===== config.mk =====
export PLATFORM = sky130hd
export DESIGN_NAME = panel_input
export DESIGN_NICKNAME = d
export VERILOG_FILES = /design/src/rtl/panel_pkg.sv /design/src/rtl/panel_input.sv
export VERILOG_INCLUDE_DIRS = /design/src /design/src/rtl
export SDC_FILE = /design/constraint.sdc
export NUM_CORES = 1
export LEC_CHECK = 0
export BUFFER_PORTS_ARGS = -buffer_cell sky130_fd_sc_hd__buf_4
export CORE_MARGIN = 1
export CORE_UTILIZATION = 45
export CTS_BUF_LIST = sky130_fd_sc_hd__clkbuf_4 sky130_fd_sc_hd__clkbuf_8
export DETAILED_ROUTE_END_ITERATION = 7
export PLACE_DENSITY = 0.72
export REMOVE_ABC_BUFFERS = 1
export SLEW_MARGIN = 20
export SYNTH_ARGS = -nofsm -noshare
export SYNTH_HDL_FRONTEND = slang
export SYNTH_SLANG_ARGS = --single-unit

===== constraint.sdc =====
create_clock -name clkp -period 4 [get_ports clkp]
set_input_delay 0.4 -clock clkp [delete_from_list [all_inputs] [get_ports clkp]]
set_output_delay 0.4 -clock clkp [all_outputs]
set_load 0.01 [all_outputs]

===== src/rtl/pll_ctrl_config.svh =====
`ifndef PLL_CTRL_CONFIG_SVH
`define PLL_CTRL_CONFIG_SVH

// Setting indexes selectable from the panel.
`define PLL_SETTINGS    16

// Cycles from synthesizer reset release to lock.
`define PLL_LOCK_CYCLES 24

// Divide-by-two stages between the synthesizer tick and div32.
`define DIV_STAGES      5

`define DRP_DIV_ADDR    5'h08
`define DIV_FIELD_W     6
`define DIV_RESET       16'h1000

// Divide value for index 0.
`define DIV_BASE        2

`endif


===== src/rtl/panel_pkg.sv =====
`include "pll_ctrl_config.svh"

package panel_pkg;

  typedef logic [$clog2(`PLL_SETTINGS)-1:0] setting_t;

  // Segment bit 0 is segment a.
  typedef struct packed {
    logic [6:0] tens;
    logic [6:0] ones;
  } seg_pair_t;

  typedef struct packed {
    logic     valid;
    setting_t setting;
  } setting_req_t;

endpackage


===== src/rtl/panel_input.sv =====
`timescale 1ns/1ps

module panel_input import panel_pkg::*; (
  input  logic      clkp,
  input  logic      rstxp,
  input  logic      btn_up,
  input  logic      btn_dn,
  input  logic      req_ready,
  output logic      req_valid,
  output setting_t  req_setting,
  output seg_pair_t digits
);

  logic [2:0]   up_sync;
  logic [2:0]   dn_sync;
  logic         fall_up;
  logic         fall_dn;
  setting_t     index;
  setting_t     index_next;
  setting_req_t req;
  setting_t     ones_val;

  function automatic logic [6:0] seg7(input logic [3:0] d);
    case (d)
      4'd0:    seg7 = 7'b0111111;
      4'd1:    seg7 = 7'b0000110;
      4'd2:    seg7 = 7'b1011011;
      4'd3:    seg7 = 7'b1001111;
      4'd4:    seg7 = 7'b1100110;
      4'd5:    seg7 = 7'b1101101;
      4'd6:    seg7 = 7'b1111101;
      4'd7:    seg7 = 7'b0000111;
      4'd8:    seg7 = 7'b1111111;
      4'd9:    seg7 = 7'b1101111;
      default: seg7 = 7'b0000000;
    endcase
  endfunction

  // Two synchronizer flops, then the edge flop in bit 2.
  always_ff @(posedge clkp or negedge rstxp) begin
    if (!rstxp) begin
      up_sync <= '0;
      dn_sync <= '0;
    end else begin
      up_sync <= {up_sync[1:0], btn_up};
      dn_sync <= {dn_sync[1:0], btn_dn};
    end
  end

  assign fall_up = up_sync[2] & ~up_sync[1];
  assign fall_dn = dn_sync[2] & ~dn_sync[1];

  // Down wins when both buttons fall together.
  assign index_next = fall_dn ? index - 1'b1 : index + 1'b1;

  always_comb begin
    req.valid   = (fall_up | fall_dn) & req_ready;
    req.setting = index_next;
  end

  assign req_valid   = req.valid;
  assign req_setting = req.setting;

  always_ff @(posedge clkp or negedge rstxp) begin
    if (!rstxp) begin
      index <= '0;
    end else if (req.valid) begin
      index <= index_next;  // Presses without ready are dropped.
    end
  end

  assign ones_val = (index >= 4'd10) ? index - 4'd10 : index;

  always_comb begin
    digits.ones = seg7(ones_val);
    digits.tens = (index >= 4'd10) ? seg7(4'd1) : 7'b0000000;
  end

endmodule


==> impl_metrics.ini <==
[run_status]
outcome = finished clean

[pwr]
pwr_density_cell_nw_per_um2 = 1000
p_total_uw = 890
comb_power_share = 0.700
p_switching_uw = 397
pwr-share-seq = 0.198
p_clk_frac = 0.102
worst_ir_drop_vdd_uv = 589
intPower_uw = 493
leakage_nw = 0.460
swShare = 0.446

[finish]
design_area_um2 = 890
seqCellArea_um2 = 250
n_fill_cell = 125
final_cells = 109
mostFrequentLayoutCells = 18 x buf_4, 10 x dfrtp_1, 7 x inv_1
area_delta_synth_final_pct = 23.0
multi_input_area_um2 = 412
final_common_cell = buf_4
final_nets = 106
final_util = 0.591
drive_gt1_frac = 0.344
antennaDiodeCount = 0

[sta]
skew_ps = 6.19
timing_hold_violations_final = 0
tns_ps = 0
worst_pin_slew_ps = 502
hold_ws_ps = 241
finalCritPeriodShare = 0.610
finalSetupViolations = 0
min_period_ps = 2440
max_freq_ghz = 0.410
slew_headroom = 0.661
fin_ws_ps = 1560
rsz0062_at_grt = no
slew_violations = 0

[yosys]
synth_cell_types = 30
syn_inst = 73
synth_ff_type = dfrtp_1
syn_area_per_cell_um2 = 9.91
netlist.area_leader.share = 0.346
syn_area_um2 = 723
ys_top_cells_by_area = dfrtp_1 35%, ha_1 10%, buf_4 6.2%
synth_warnings = 0
synthArstFlopShare = 1.00
synth_edf_count = 0
ys_seq_elements = 10
yosysSeqAreaShare = 0.346
netlist.top_cell.by_area = dfrtp_1

[setup_path]
slowest_delay_ps = 470
start_kind = register
end_kind = primary output
arrival_ps = 2040
slowest_stage = dfrtp_1
worst_ep_required_time_ps = 3600
crit_chain = inv_1, o21ai_0, ha_1, o21ai_0, nand2_1, buf_4
critPathMaxFanout = 8
path_class = reg -> out
crit_top_cell = o21ai_0

[cts]
cts_resized = 0
root_buffer = clkbuf_4
cts_made_buffers = 3
clk_pin_slew_worst_paths_ps = 70
cts_max_level = 1
cts_sinks = 10
cts_tree = yes
clk_latency_ps = 270
cts_buffer_depth = 2

[place]
dp_hpwl_um = 994
globalplace.congestion = 0.899
placed_area_um2 = 843
place_inst = 104
preCtsSetupSlack_ps = 1870
io_buffers = 18

[die]
placementRows = 14
boundaryPins = 24
die_w_um = 42.1
coreArea_um2 = 1510
dieArea_um2 = 1770
start_util = 0.480
die_h_um = 42.1

[detailed_routing]
drtIter0Drc = 6
drc_errors = 0
viasPerCell = 5.19
wl_per_cell_um = 11.6
drtAntennaViolNets = 0
vias = 566
wl_um = 1260
firstDrtPassIters = 4

[global_route]
grt_use_met1 = 0.219
met3_usage = 0.0647
grt_max_degree = 11
grt_pass1_vias = 501
grt_pass1_wl_um = 2100
busiest_layer = met2
grt_overflow = 0
grtUsageTotal = 0.163
grtUsageMet2 = 0.234
antenna_found_initial = 0

[job]
max_cap_viol_count = 0

[min_path]
hold_class = in -> reg
-- sequential cells by signal (all words and copies together) (netlist names) --
name	count
dn_sync	3
index	4
up_sync	3
-- kinds of logic (layout without fill, tap and decap cells) --
kind of cell | count (synthesis) | count (layout) | synth area share
flip-flops | 10 | 10 | 0.346
adder cells (fa/ha/maj) | 7 | 7 | 0.131
XOR/XNOR | 5 | 5 | 0.0709
buffers and inverters | 14 | 30 | 0.106
AND/OR/NAND/NOR | 15 | 15 | 0.125
multiplexers | 2 | 2 | 0.0363
other | 1 | 5 | 0.00519
AO/OA/AOI/OAI | 19 | 19 | 0.180
-- layout make-up --
| class | instances | share of cell area |
|---|---|---|
| multi-input cells | 53 | 0.463 |
| clock buffers | 4 | 0.0408 |
| inverters | 7 | 0.0295 |
| repair buffers | 19 | 0.163 |
| flip-flops and latches | 10 | 0.281 |
| well taps | 16 | 0.0225 |
-- Yosys cell counts (all sizes together), types with 2 or more instances --
library cell   n
mux2           2
a31oi          2
inv            7
ha             6
nand2          4
a21o           3
nor2           4
buf            7
dfrtp         10
a21oi          4
o21ai          8
xnor2          5
-- power groups by stage --
stage	clock network, mW	registers, mW	logic [mW]
6_report	0.0908	0.177	0.623
5_1_grt	0.0995	0.183	0.682
4_1_cts	0.0946	0.176	0.628
3_5_place_dp	0	0.178	0.623
3_3_place_gp	0	0.175	0.615
2_1_floorplan	0	0.166	0.381
-- routing by layer --
| metal | routed length (um) | up-vias | share of wire |
|---|---|---|---|
| met1 | 586 | 265 | 0.47 |
| met5 | 0 | - | 0 |
| li1 | - | 277 | - |
| met4 | 4 | 0 | 0.0032 |
| met3 | 66 | 2 | 0.052 |
| met2 | 602 | 22 | 0.48 |
-- worst paths after layout --
kind | from | end | slack (ps) | depth (start not counted)
max in group asynchronous | rstxp | index[2] | 3360 | 2
setup / recovery | index[1] | digits[1] | 1560 | 6
setup reg to reg | dn_sync[1] | index[3] | 2100 | 7
hold reg to reg | dn_sync[0] | dn_sync[1] | 350 | 0
min in group asynchronous | rstxp | dn_sync[1] | 500 | 2
hold / removal | btn_dn | dn_sync[0] | 240 | 1
-- timing repair --
| action | CTS | global route |
|---|---|---|
| setup buffers | 0 | 0 |
| endpoints found under the hold margin | 10 | 0 |
| hold buffers | 1 | 0 |
-- critical path: cells and delay by family (launching register included) --
kind,cells,cell delay (ps)
flops,1,470
buf+inv,2,290
compound gates,2,600
simple gates,1,80
fa+ha+maj,1,320
No activity file was read; power rests on OpenSTA's default activity.
