File: config.mk
export PLATFORM = sky130hd
export DESIGN_NAME = pll_drp_seq
export DESIGN_NICKNAME = d
export VERILOG_FILES = /design/src/rtl/panel_pkg.sv /design/src/rtl/pll_drp_pkg.sv /design/src/rtl/pll_drp_seq.sv
export VERILOG_INCLUDE_DIRS = /design/src /design/src/rtl
export SDC_FILE = /design/constraint.sdc
export NUM_CORES = 1
export LEC_CHECK = 0
export BUFFER_PORTS_ARGS = -buffer_cell sky130_fd_sc_hd__buf_2
export CORE_UTILIZATION = 40
export DETAILED_ROUTE_END_ITERATION = 8
export PLACE_DENSITY = 0.77
export SYNTH_ARGS = -nofsm -noshare
export SYNTH_HDL_FRONTEND = slang
export SYNTH_SLANG_ARGS = --single-unit
File: constraint.sdc
create_clock -name clkp -period 5.3 [get_ports clkp]
set_input_delay 0.265 -clock clkp [delete_from_list [all_inputs] [get_ports clkp]]
set_output_delay 0.265 -clock clkp [all_outputs]
set_load 0.02 [all_outputs]
File: src/rtl/pll_ctrl_config.svh
`ifndef PLL_CTRL_CONFIG_SVH
`define PLL_CTRL_CONFIG_SVH

// Setting indexes selectable from the panel.
`define PLL_SETTINGS    16

// Cycles from synthesizer reset release to lock.
`define PLL_LOCK_CYCLES 24

// Divide-by-two stages between the synthesizer tick and div32.
`define DIV_STAGES      5

`define DRP_DIV_ADDR    5'h08
`define DIV_FIELD_W     6
`define DIV_RESET       16'h1000

// Divide value for index 0.
`define DIV_BASE        2

`endif

File: src/rtl/panel_pkg.sv
`include "pll_ctrl_config.svh"

package panel_pkg;

  typedef logic [$clog2(`PLL_SETTINGS)-1:0] setting_t;

  // Segment bit 0 is segment a.
  typedef struct packed {
    logic [6:0] tens;
    logic [6:0] ones;
  } seg_pair_t;

  typedef struct packed {
    logic     valid;
    setting_t setting;
  } setting_req_t;

endpackage

File: src/rtl/pll_drp_pkg.sv
package pll_drp_pkg;

  // Divide value as held in the synthesizer divide register.
  typedef logic [15:0] div_val_t;

  typedef struct packed {
    logic        den;   // One-cycle access strobe.
    logic        dwe;   // High for a write.
    logic [4:0]  daddr;
    logic [15:0] di;
  } drp_req_t;

  typedef struct packed {
    logic        drdy;  // Pulses two cycles after den.
    logic [15:0] dout;
  } drp_rsp_t;

endpackage

File: src/rtl/pll_drp_seq.sv
`timescale 1ns/1ps
`include "pll_ctrl_config.svh"

module pll_drp_seq import pll_drp_pkg::*, panel_pkg::*; (
  input  logic     clkp,
  input  logic     rstxp,
  input  logic     req_valid,
  input  setting_t req_setting,
  output logic     req_ready,
  output drp_req_t drp_req,
  input  drp_rsp_t drp_rsp,
  input  logic     locked,
  output logic     pll_rst
);

  typedef enum logic [2:0] {
    S_RST,
    S_RD,
    S_RD_WAIT,
    S_WR,
    S_WR_WAIT,
    S_REL,
    S_LOCK,
    S_IDLE
  } state_t;

  state_t      state;
  setting_t    target;
  logic [15:0] rd_data;
  div_val_t    div_val;

  assign div_val   = div_val_t'(target) + div_val_t'(`DIV_BASE);
  assign req_ready = (state == S_IDLE);
  assign pll_rst   = state inside {S_RST, S_RD, S_RD_WAIT, S_WR, S_WR_WAIT};

  // Upper bits of the divide register are written back as read.
  always_comb begin
    drp_req.den   = (state == S_RD) || (state == S_WR);
    drp_req.dwe   = (state == S_WR);
    drp_req.daddr = `DRP_DIV_ADDR;
    drp_req.di    = {rd_data[15:`DIV_FIELD_W], div_val[`DIV_FIELD_W-1:0]};
  end

  always_ff @(posedge clkp or negedge rstxp) begin
    if (!rstxp) begin
      state  <= S_RST;   // First pass programs setting 0.
      target <= '0;
    end else begin
      case (state)
        S_RST:     state <= S_RD;
        S_RD:      state <= S_RD_WAIT;
        S_RD_WAIT: if (drp_rsp.drdy) state <= S_WR;
        S_WR:      state <= S_WR_WAIT;
        S_WR_WAIT: if (drp_rsp.drdy) state <= S_REL;
        S_REL:     state <= S_LOCK;
        S_LOCK:    if (locked) state <= S_IDLE;
        S_IDLE: begin
          if (req_valid) begin
            target <= req_setting;
            state  <= S_RST;
          end
        end
        default:   state <= S_RST;
      endcase
    end
  end

  always_ff @(posedge clkp) begin
    if (state == S_RD_WAIT && drp_rsp.drdy) begin
      rd_data <= drp_rsp.dout;
    end
  end

endmodule

==> reports/qor.csv, run 1 <==
metric,value,unit
synth_edf_count,10,
start_kind,flop,
yosysTopAreaCellShare,40.5,%
skew,2.92,ps
syn_inst,50,
slew_viol_final,0,
dpl.cell_count,109,
yosys_register_bits,17,
postRouteAntennaNets,0,
drive_gt1_share,55.1,%
antenna_found_initial,0,
cp_slowest_cell,nor4b_2,
cts.sinks,17,
ys_top_cells_by_count,"edfxtp_1, buf_4, dfrtp_1",
p_int,302,uW
setup_viol,0,
cp_slowest_stage_delay,900,ps
grt_max_degree,11,
max-slew-margin-rel,34.3,%
sw_frac_of_total,37.7,%
fmax,572,MHz
dr.pass1.iters,2,
grt_first_pass_wirelength,1.64,mm
gr-total-overflow,0,
port_buffers,37,
yosysUniqueCellTypes,22,
synthArstFlopShare,41.2,%
finalHoldViolations,0,
min_path_cells,1,
switching_power,182,uW
rr_worst_depth,1,
worst-path-max-fanout,10,
critPathCaptureType,flop,
setup_tns,0,ps
placementRows,15,
max_slew.worst_pin.slew,983,ps
synthesis.area_per_instance,14.8,sq um
path_cells,nor4b_2,
hp-class,primary input to flop,
area_delta_synth_final,29.8,%
numCtsBuffers,3,
path_class,flop to flop,
clk_latency,280,ps
drc_errors,0,
grt_pass1_vias,402,
postCtsSetupBuffers,0,
seqPwrFrac,43.9,%
clkTransAtPathRegs,90,ps
num_vias,489,
ys_seq_area_share,64.1,%
hold_path_end,rd_data[13],
r2r_start,state[2],
core_area,0.00173,sq mm
routed_via_density,4.29,
cp.arrival,1650,ps
die_area,0.00203,sq mm
die_height,45.1,um
initial_core_util,43.0,%
worst-path-buf-inv,0,
grt.total_usage,11.8,%
fin_crit_sh,33.0,%
antenna_cells,0,
place.gp.congestion,0.765,
ios,50,
wl_per_cell,10.1,um
r2r-end,rd_data[6],
critPathRequiredTime,5210,ps
synth_area_leader_cell,edfxtp_1,
wl,1.15,mm
cts_tree,built,
cap_viol_max_count,0,
p_per_area,503,mW/mm^2
clkPwrFrac,13.3,%
cp_top_family,simple AND/OR/NAND/NOR gates,
reg2reg_slack,3550,ps
p_leak,0.000475,uW
synth.area.top_cells,"edfxtp_1, dfrtp_1, mux2_4",
finish.net_count,116,
grt_setup_unrepaired,false,
drtIter0Drc,1,
fin_crit,1750,ps
root_buffer,clkbuf_4,
hold_start,drp_rsp[13],
ctsLongestPathBuffers,2,
syn_area,742,sq um
htree_levels,1,
yosys_warnings,0,
status,completed,
dp_hpwl,930,um
final_cell_count_no_fill,114,
ir_worst_vdd,0.196,mV
yosysMostFrequentCell,edfxtp_1,
die_w,45.1,um
p_comb_share,42.7,%
synth_top_flop_cell,edfxtp_1,
[cells in the final DEF (no fill, tap or decap), drive strengths merged]
master        n
maj3          1
buf          37
o21a          1
and2b         2
or2b          1
conb          6
and3          2
a21oi         1
o21ai         2
inv           2
clkbuf        4
o2111ai       1
xor2          1
nor2          1
nor4b         1
and2          1
dlygate4sd3   1
ha            1
dfrtp         7
mux2          4
edfxtp       10
nand2         2
[cell type report]
type                            instances  area, sq um
Inverter                                2         7.51
Sequential cell                        17          475
Clock buffer                            4         26.3
Tap cell                               25         31.3
Multi-Input combinational cell         28          228
Fill cell                             171          763
Timing Repair Buffer                   38          195
[power by group through the flow]
stage               clock network [uW]  registers (uW)  logic (uW)
floorplan                            0             215         156
global placement                     0             214         206
detailed placement                   0             216         209
CTS                               68.7             214         210
global route                      73.6             219         225
finish                            64.6             213         207
[cell families (layout without fill, tap and decap cells)]
family	count (synthesis)	after routing	share of synthesized area, %
DFF	17	17	64.1
and+or+nand+nor	10	10	10.3
buffers and inverters	9	44	8.09
AOI/OAI and AO/OA	5	5	4.22
muxes	4	4	8.09
adders and majority gates	2	2	3.04
other	2	6	1.01
xor gates and xnor gates	1	1	1.18
[stage by stage]
stage	area, sq um	total power [uW]	util, %	hold slack (ps)	setup WS, ps
2_1_floorplan	757	371	-	-30.6	3250
3_3_place_gp	927	419	53.7	103	3580
3_5_place_dp	927	425	53.7	110	3540
4_1_cts	963	492	55.8	145	3530
5_1_grt	963	518	55.8	134	3420
6_report	963	484	55.8	157	3550
[repair_timing]
| action | 4_1_cts | 5_1_grt |
|---|---|---|
| hold endpoints to repair | 7 | 0 |
| resized for setup | 0 | 0 |
| hold buffers | 1 | 0 |
[flip-flops by register name, indices dropped and copies added (netlist names)]
| register | flops |
|---|---|
| rd_data | 10 |
| target | 4 |
| state | 3 |
[layer usage]
layer	vias to the layer above	global-route usage (%)	wire length, um
met1	224	12.8	434
met5	-	0	0
met4	0	7.27	0
li1	239	-	-
met2	26	19.1	585
met3	0	4.80	134
[how the worst max path moves through the flow]
stage	startpoint	endpoint	slack, ps	cells past startpoint
floorplan	state[2]	rd_data[10]	3250	1
global placement	state[2]	rd_data[8]	3580	1
detailed placement	state[2]	rd_data[7]	3540	1
CTS	state[2]	rd_data[13]	3530	1
global route	state[2]	rd_data[6]	3420	1
finish	state[2]	rd_data[6]	3550	1
Power figures use the tool's default switching activity.
==> run 2, diff against run 1 <==
--- a/config.mk
+++ b/config.mk
@@ -6,10 +6,11 @@
 export SDC_FILE = /design/constraint.sdc
 export NUM_CORES = 1
 export LEC_CHECK = 0
+export ABC_AREA = 1
 export BUFFER_PORTS_ARGS = -buffer_cell sky130_fd_sc_hd__buf_2
 export CORE_UTILIZATION = 40
 export DETAILED_ROUTE_END_ITERATION = 8
-export PLACE_DENSITY = 0.77
+export PLACE_DENSITY = 0.76
 export SYNTH_ARGS = -nofsm -noshare
 export SYNTH_HDL_FRONTEND = slang
 export SYNTH_SLANG_ARGS = --single-unit
==> constraint.sdc (replaced) <==
create_clock -name clkp -period 1.7 [get_ports clkp]
set_input_delay 0.085 -clock clkp [delete_from_list [all_inputs] [get_ports clkp]]
set_output_delay 0.085 -clock clkp [all_outputs]
set_load 0.02 [all_outputs]
==> run 2 against run 1 <==
- clock skew grew 1.4 ps
- global-route usage is 1.1 points higher
- count of clock-buffer cells in the layout fell by 1
- cell count grew 30%
- synthesized cell count is 48% higher
- sequential share of layout area decreased by 6.7 points
==> reports/qor.csv, run 2 <==
metric,value,unit,change
status,completed,,
grt_max_degree,11,,unchanged
fin_util,61.9,%,+6.1 points
grt_setup_unrepaired,false,,
fmax,772,MHz,
synth_edf_count,10,,unchanged
grt_first_pass_wirelength,1.87,mm,+14%
p_int,942,uW,+210%
start_kind,flop,,
ir_worst_vdd,0.695,mV,+250%
htree_levels,1,,unchanged
clk_latency,280,ps,about the same
routed_via_density,4.28,,-0.13%
fin_area,0.00112,sq mm,+16%
setup_slack,405,ps,-3150 ps
cp_slowest_stage_delay,480,ps,-420 ps
dr.pass1.iters,2,,unchanged
largest_registers,"rd_data: 10 flops, target: 4 flops, state: 3 flops",,
grt.total_usage,12.9,%,+1.1 points
cap_viol_max_count,0,,unchanged
switching_power,726,uW,+300%
syn_inst,74,,+48%
path_cells,"o21ai_1, buf_2",,
critPathRequiredTime,1620,ps,-3590 ps
wl,1.36,mm,+18%
synth_top_flop_cell,edfxtp_1,,
cts.sinks,17,,unchanged
fin_crit,1300,ps,
finish.net_count,150,,+29%
p_comb_share,47.0,%,+4.3 points
placementRows,15,,unchanged
largest_reg_flops,10,,unchanged
sw_frac_of_total,43.5,%,+5.8 points
cp_top_family,flip-flops,,
top_register,rd_data,,
wl_per_cell,9.18,um,-9.4%
layout_common_cells,"buf_2, nand2_1, dlygate4sd3_1",,
gr-total-overflow,0,,unchanged
dp_hpwl,1.04,mm,+12%
r2r_start,state[0],,
synthArstFlopShare,41.2,%,unchanged
synth_area_leader_cell,edfxtp_1,,
fill_cells,167,,-2.3%
numCtsBuffers,3,,unchanged
whs,35.7,ps,-122 ps
hold_start,req_setting[2],,
clkTransAtPathRegs,90,ps,about the same
core_area,0.00180,sq mm,+4.3%
grt_pass1_vias,491,,+22%
area_delta_synth_final,40.0,%,
ys_seq_area_share,59.7,%,-4.4 points
synthesis.area_per_instance,10.8,sq um,-27%
antenna_cells,0,,unchanged
initial_core_util,44.2,%,+1.3 points
ios,50,,unchanged
cp.arrival,1210,ps,-440 ps
p_per_area,1490,mW/mm^2,+200%
ctsLongestPathBuffers,2,,unchanged
hp-class,primary input to flop,,
seqPwrFrac,40.9,%,-3.0 points
yosysMostFrequentCell,nand2_1,,
cp_slowest_cell,dfrtp_1,,
die_height,46.6,um,+3.5%
yosys_warnings,0,,unchanged
cts_tree,built,,
clkPwrFrac,12.1,%,-1.2 points
yosysUniqueCellTypes,20,,-9.1%
fin_crit_sh,76.2,%,
dpl_worst_slack,461,ps,-3080 ps
port_buffers,37,,unchanged
p_leak,0.000562,uW,+18%
cts_resized,0,,unchanged
setup_tns,0,ps,unchanged
die_w,46.6,um,+3.5%
drtIter0Drc,1,,unchanged
timing.critical_path.from,state[1],,
slew_viol_final,0,,unchanged
num_vias,634,,+30%
postRouteAntennaNets,0,,unchanged
root_buffer,clkbuf_4,,
syn_area,797,sq um,+7.4%
path_class,flop to output port,,
yosysTopAreaCellShare,37.7,%,-2.8 points
worst-path-max-fanout,6,,-4
drive_gt1_share,43.9,%,-11 points
ys_top_cells_by_count,"nand2_1, edfxtp_1, buf_4, dfrtp_1, nand3_1",,
finalHoldViolations,0,,unchanged
setup_viol,0,,unchanged
antenna_found_initial,0,,unchanged
final_common_cell,buf_2,,
reg2reg_slack,450,ps,-3100 ps
die_area,0.00217,sq mm,+7.1%
drc_errors,0,,unchanged
yosys_register_bits,17,,unchanged
synth.area.top_cells,"edfxtp_1, dfrtp_1, nand2_1",,
worst-path-buf-inv,1,,+1
place.gp.congestion,0.781,,+2.0%
skew,4.30,ps,+1.38 ps
critPathCaptureType,output port,,
placed_cell_area,978,sq um,+5.5%
run 2: cell count changes in the layout (fill, tap and decap cells not counted), sizes merged, moves of 2 or more:
| cell | previous run | this run |
|---|---|---|
| nor2 | 1 | 7 |
| and2b | 2 | 0 |
| nand2 | 2 | 18 |
| xor2 | 1 | 3 |
| mux2 | 4 | 0 |
| clkinv | 0 | 2 |
| nand3 | 0 | 8 |
| dlygate4sd3 | 1 | 11 |
| and3 | 2 | 0 |
| inv | 2 | 6 |
run 2: routing by layer:
layer	GRT usage [%]	part of all wire, %	vias to the layer above
met4	8.57	1.3	0
li1	-	-	323
met1	14.0	45	275
met5	0	0	-
met2	21.7	48	34
met3	3.53	5.7	2
run 2: worst register-to-register path: stages (launching register included):
cell and delay (ps):
dfrtp_1 450, inv_2 100, nand2_2 70, nor3_1 140
buf_4 200
run 2: final cells by class:
cell class              instances  area [sq um]  share of cell area, %
clock buffers                   3          22.5                   2.02
clock inverters                 1          5.00                  0.448
inverters                       7          27.5                   2.47
multi-input cells              46           251                   22.5
flip-flops and latches         17           475                   42.6
well taps                      25          31.3                   2.80
repair buffers                 49           303                   27.1
run 2: repair_timing:
action / in CTS / in global routing
hold buffers: 11 / 0
endpoints found under the hold margin: 17 / 0
buffers inserted: 0 / 0
run 2: power groups by stage:
stage	clock network, uW	logic, uW	registers, uW
3_5_place_dp	0	775	687
6_report	202	784	682
2_1_floorplan	0	580	689
4_1_cts	211	796	678
3_3_place_gp	0	751	685
5_1_grt	231	868	699
run 2: logic make-up (layout without fill, tap and decap cells):
family | Yosys count | in the layout | synth area share, %
other | 2 | 6 | 0.942
buffers and inverters | 15 | 60 | 10.7
and+or+nand+nor | 34 | 34 | 22.1
xor gates and xnor gates | 3 | 3 | 3.30
adders and majority gates | 1 | 1 | 1.57
DFF | 17 | 17 | 59.7
AOI/OAI and AO/OA | 2 | 2 | 1.73
run 2: path summary, 6_finish.rpt:
check / end / cells after the start
max: pll_rst / 2
min: target[2] / 3
max reg2reg: rd_data[6] / 4
min reg2reg: target[0] / 2
max in group asynchronous: state[0] / 2
min in group asynchronous: target[0] / 2
run 2: metrics by stage:
step | instances | total power (uW)
finish | 148 | 1670
global route | 148 | 1800
CTS | 148 | 1690
detailed placement | 133 | 1460
global placement | 133 | 1440
floorplan | 78 | 1270
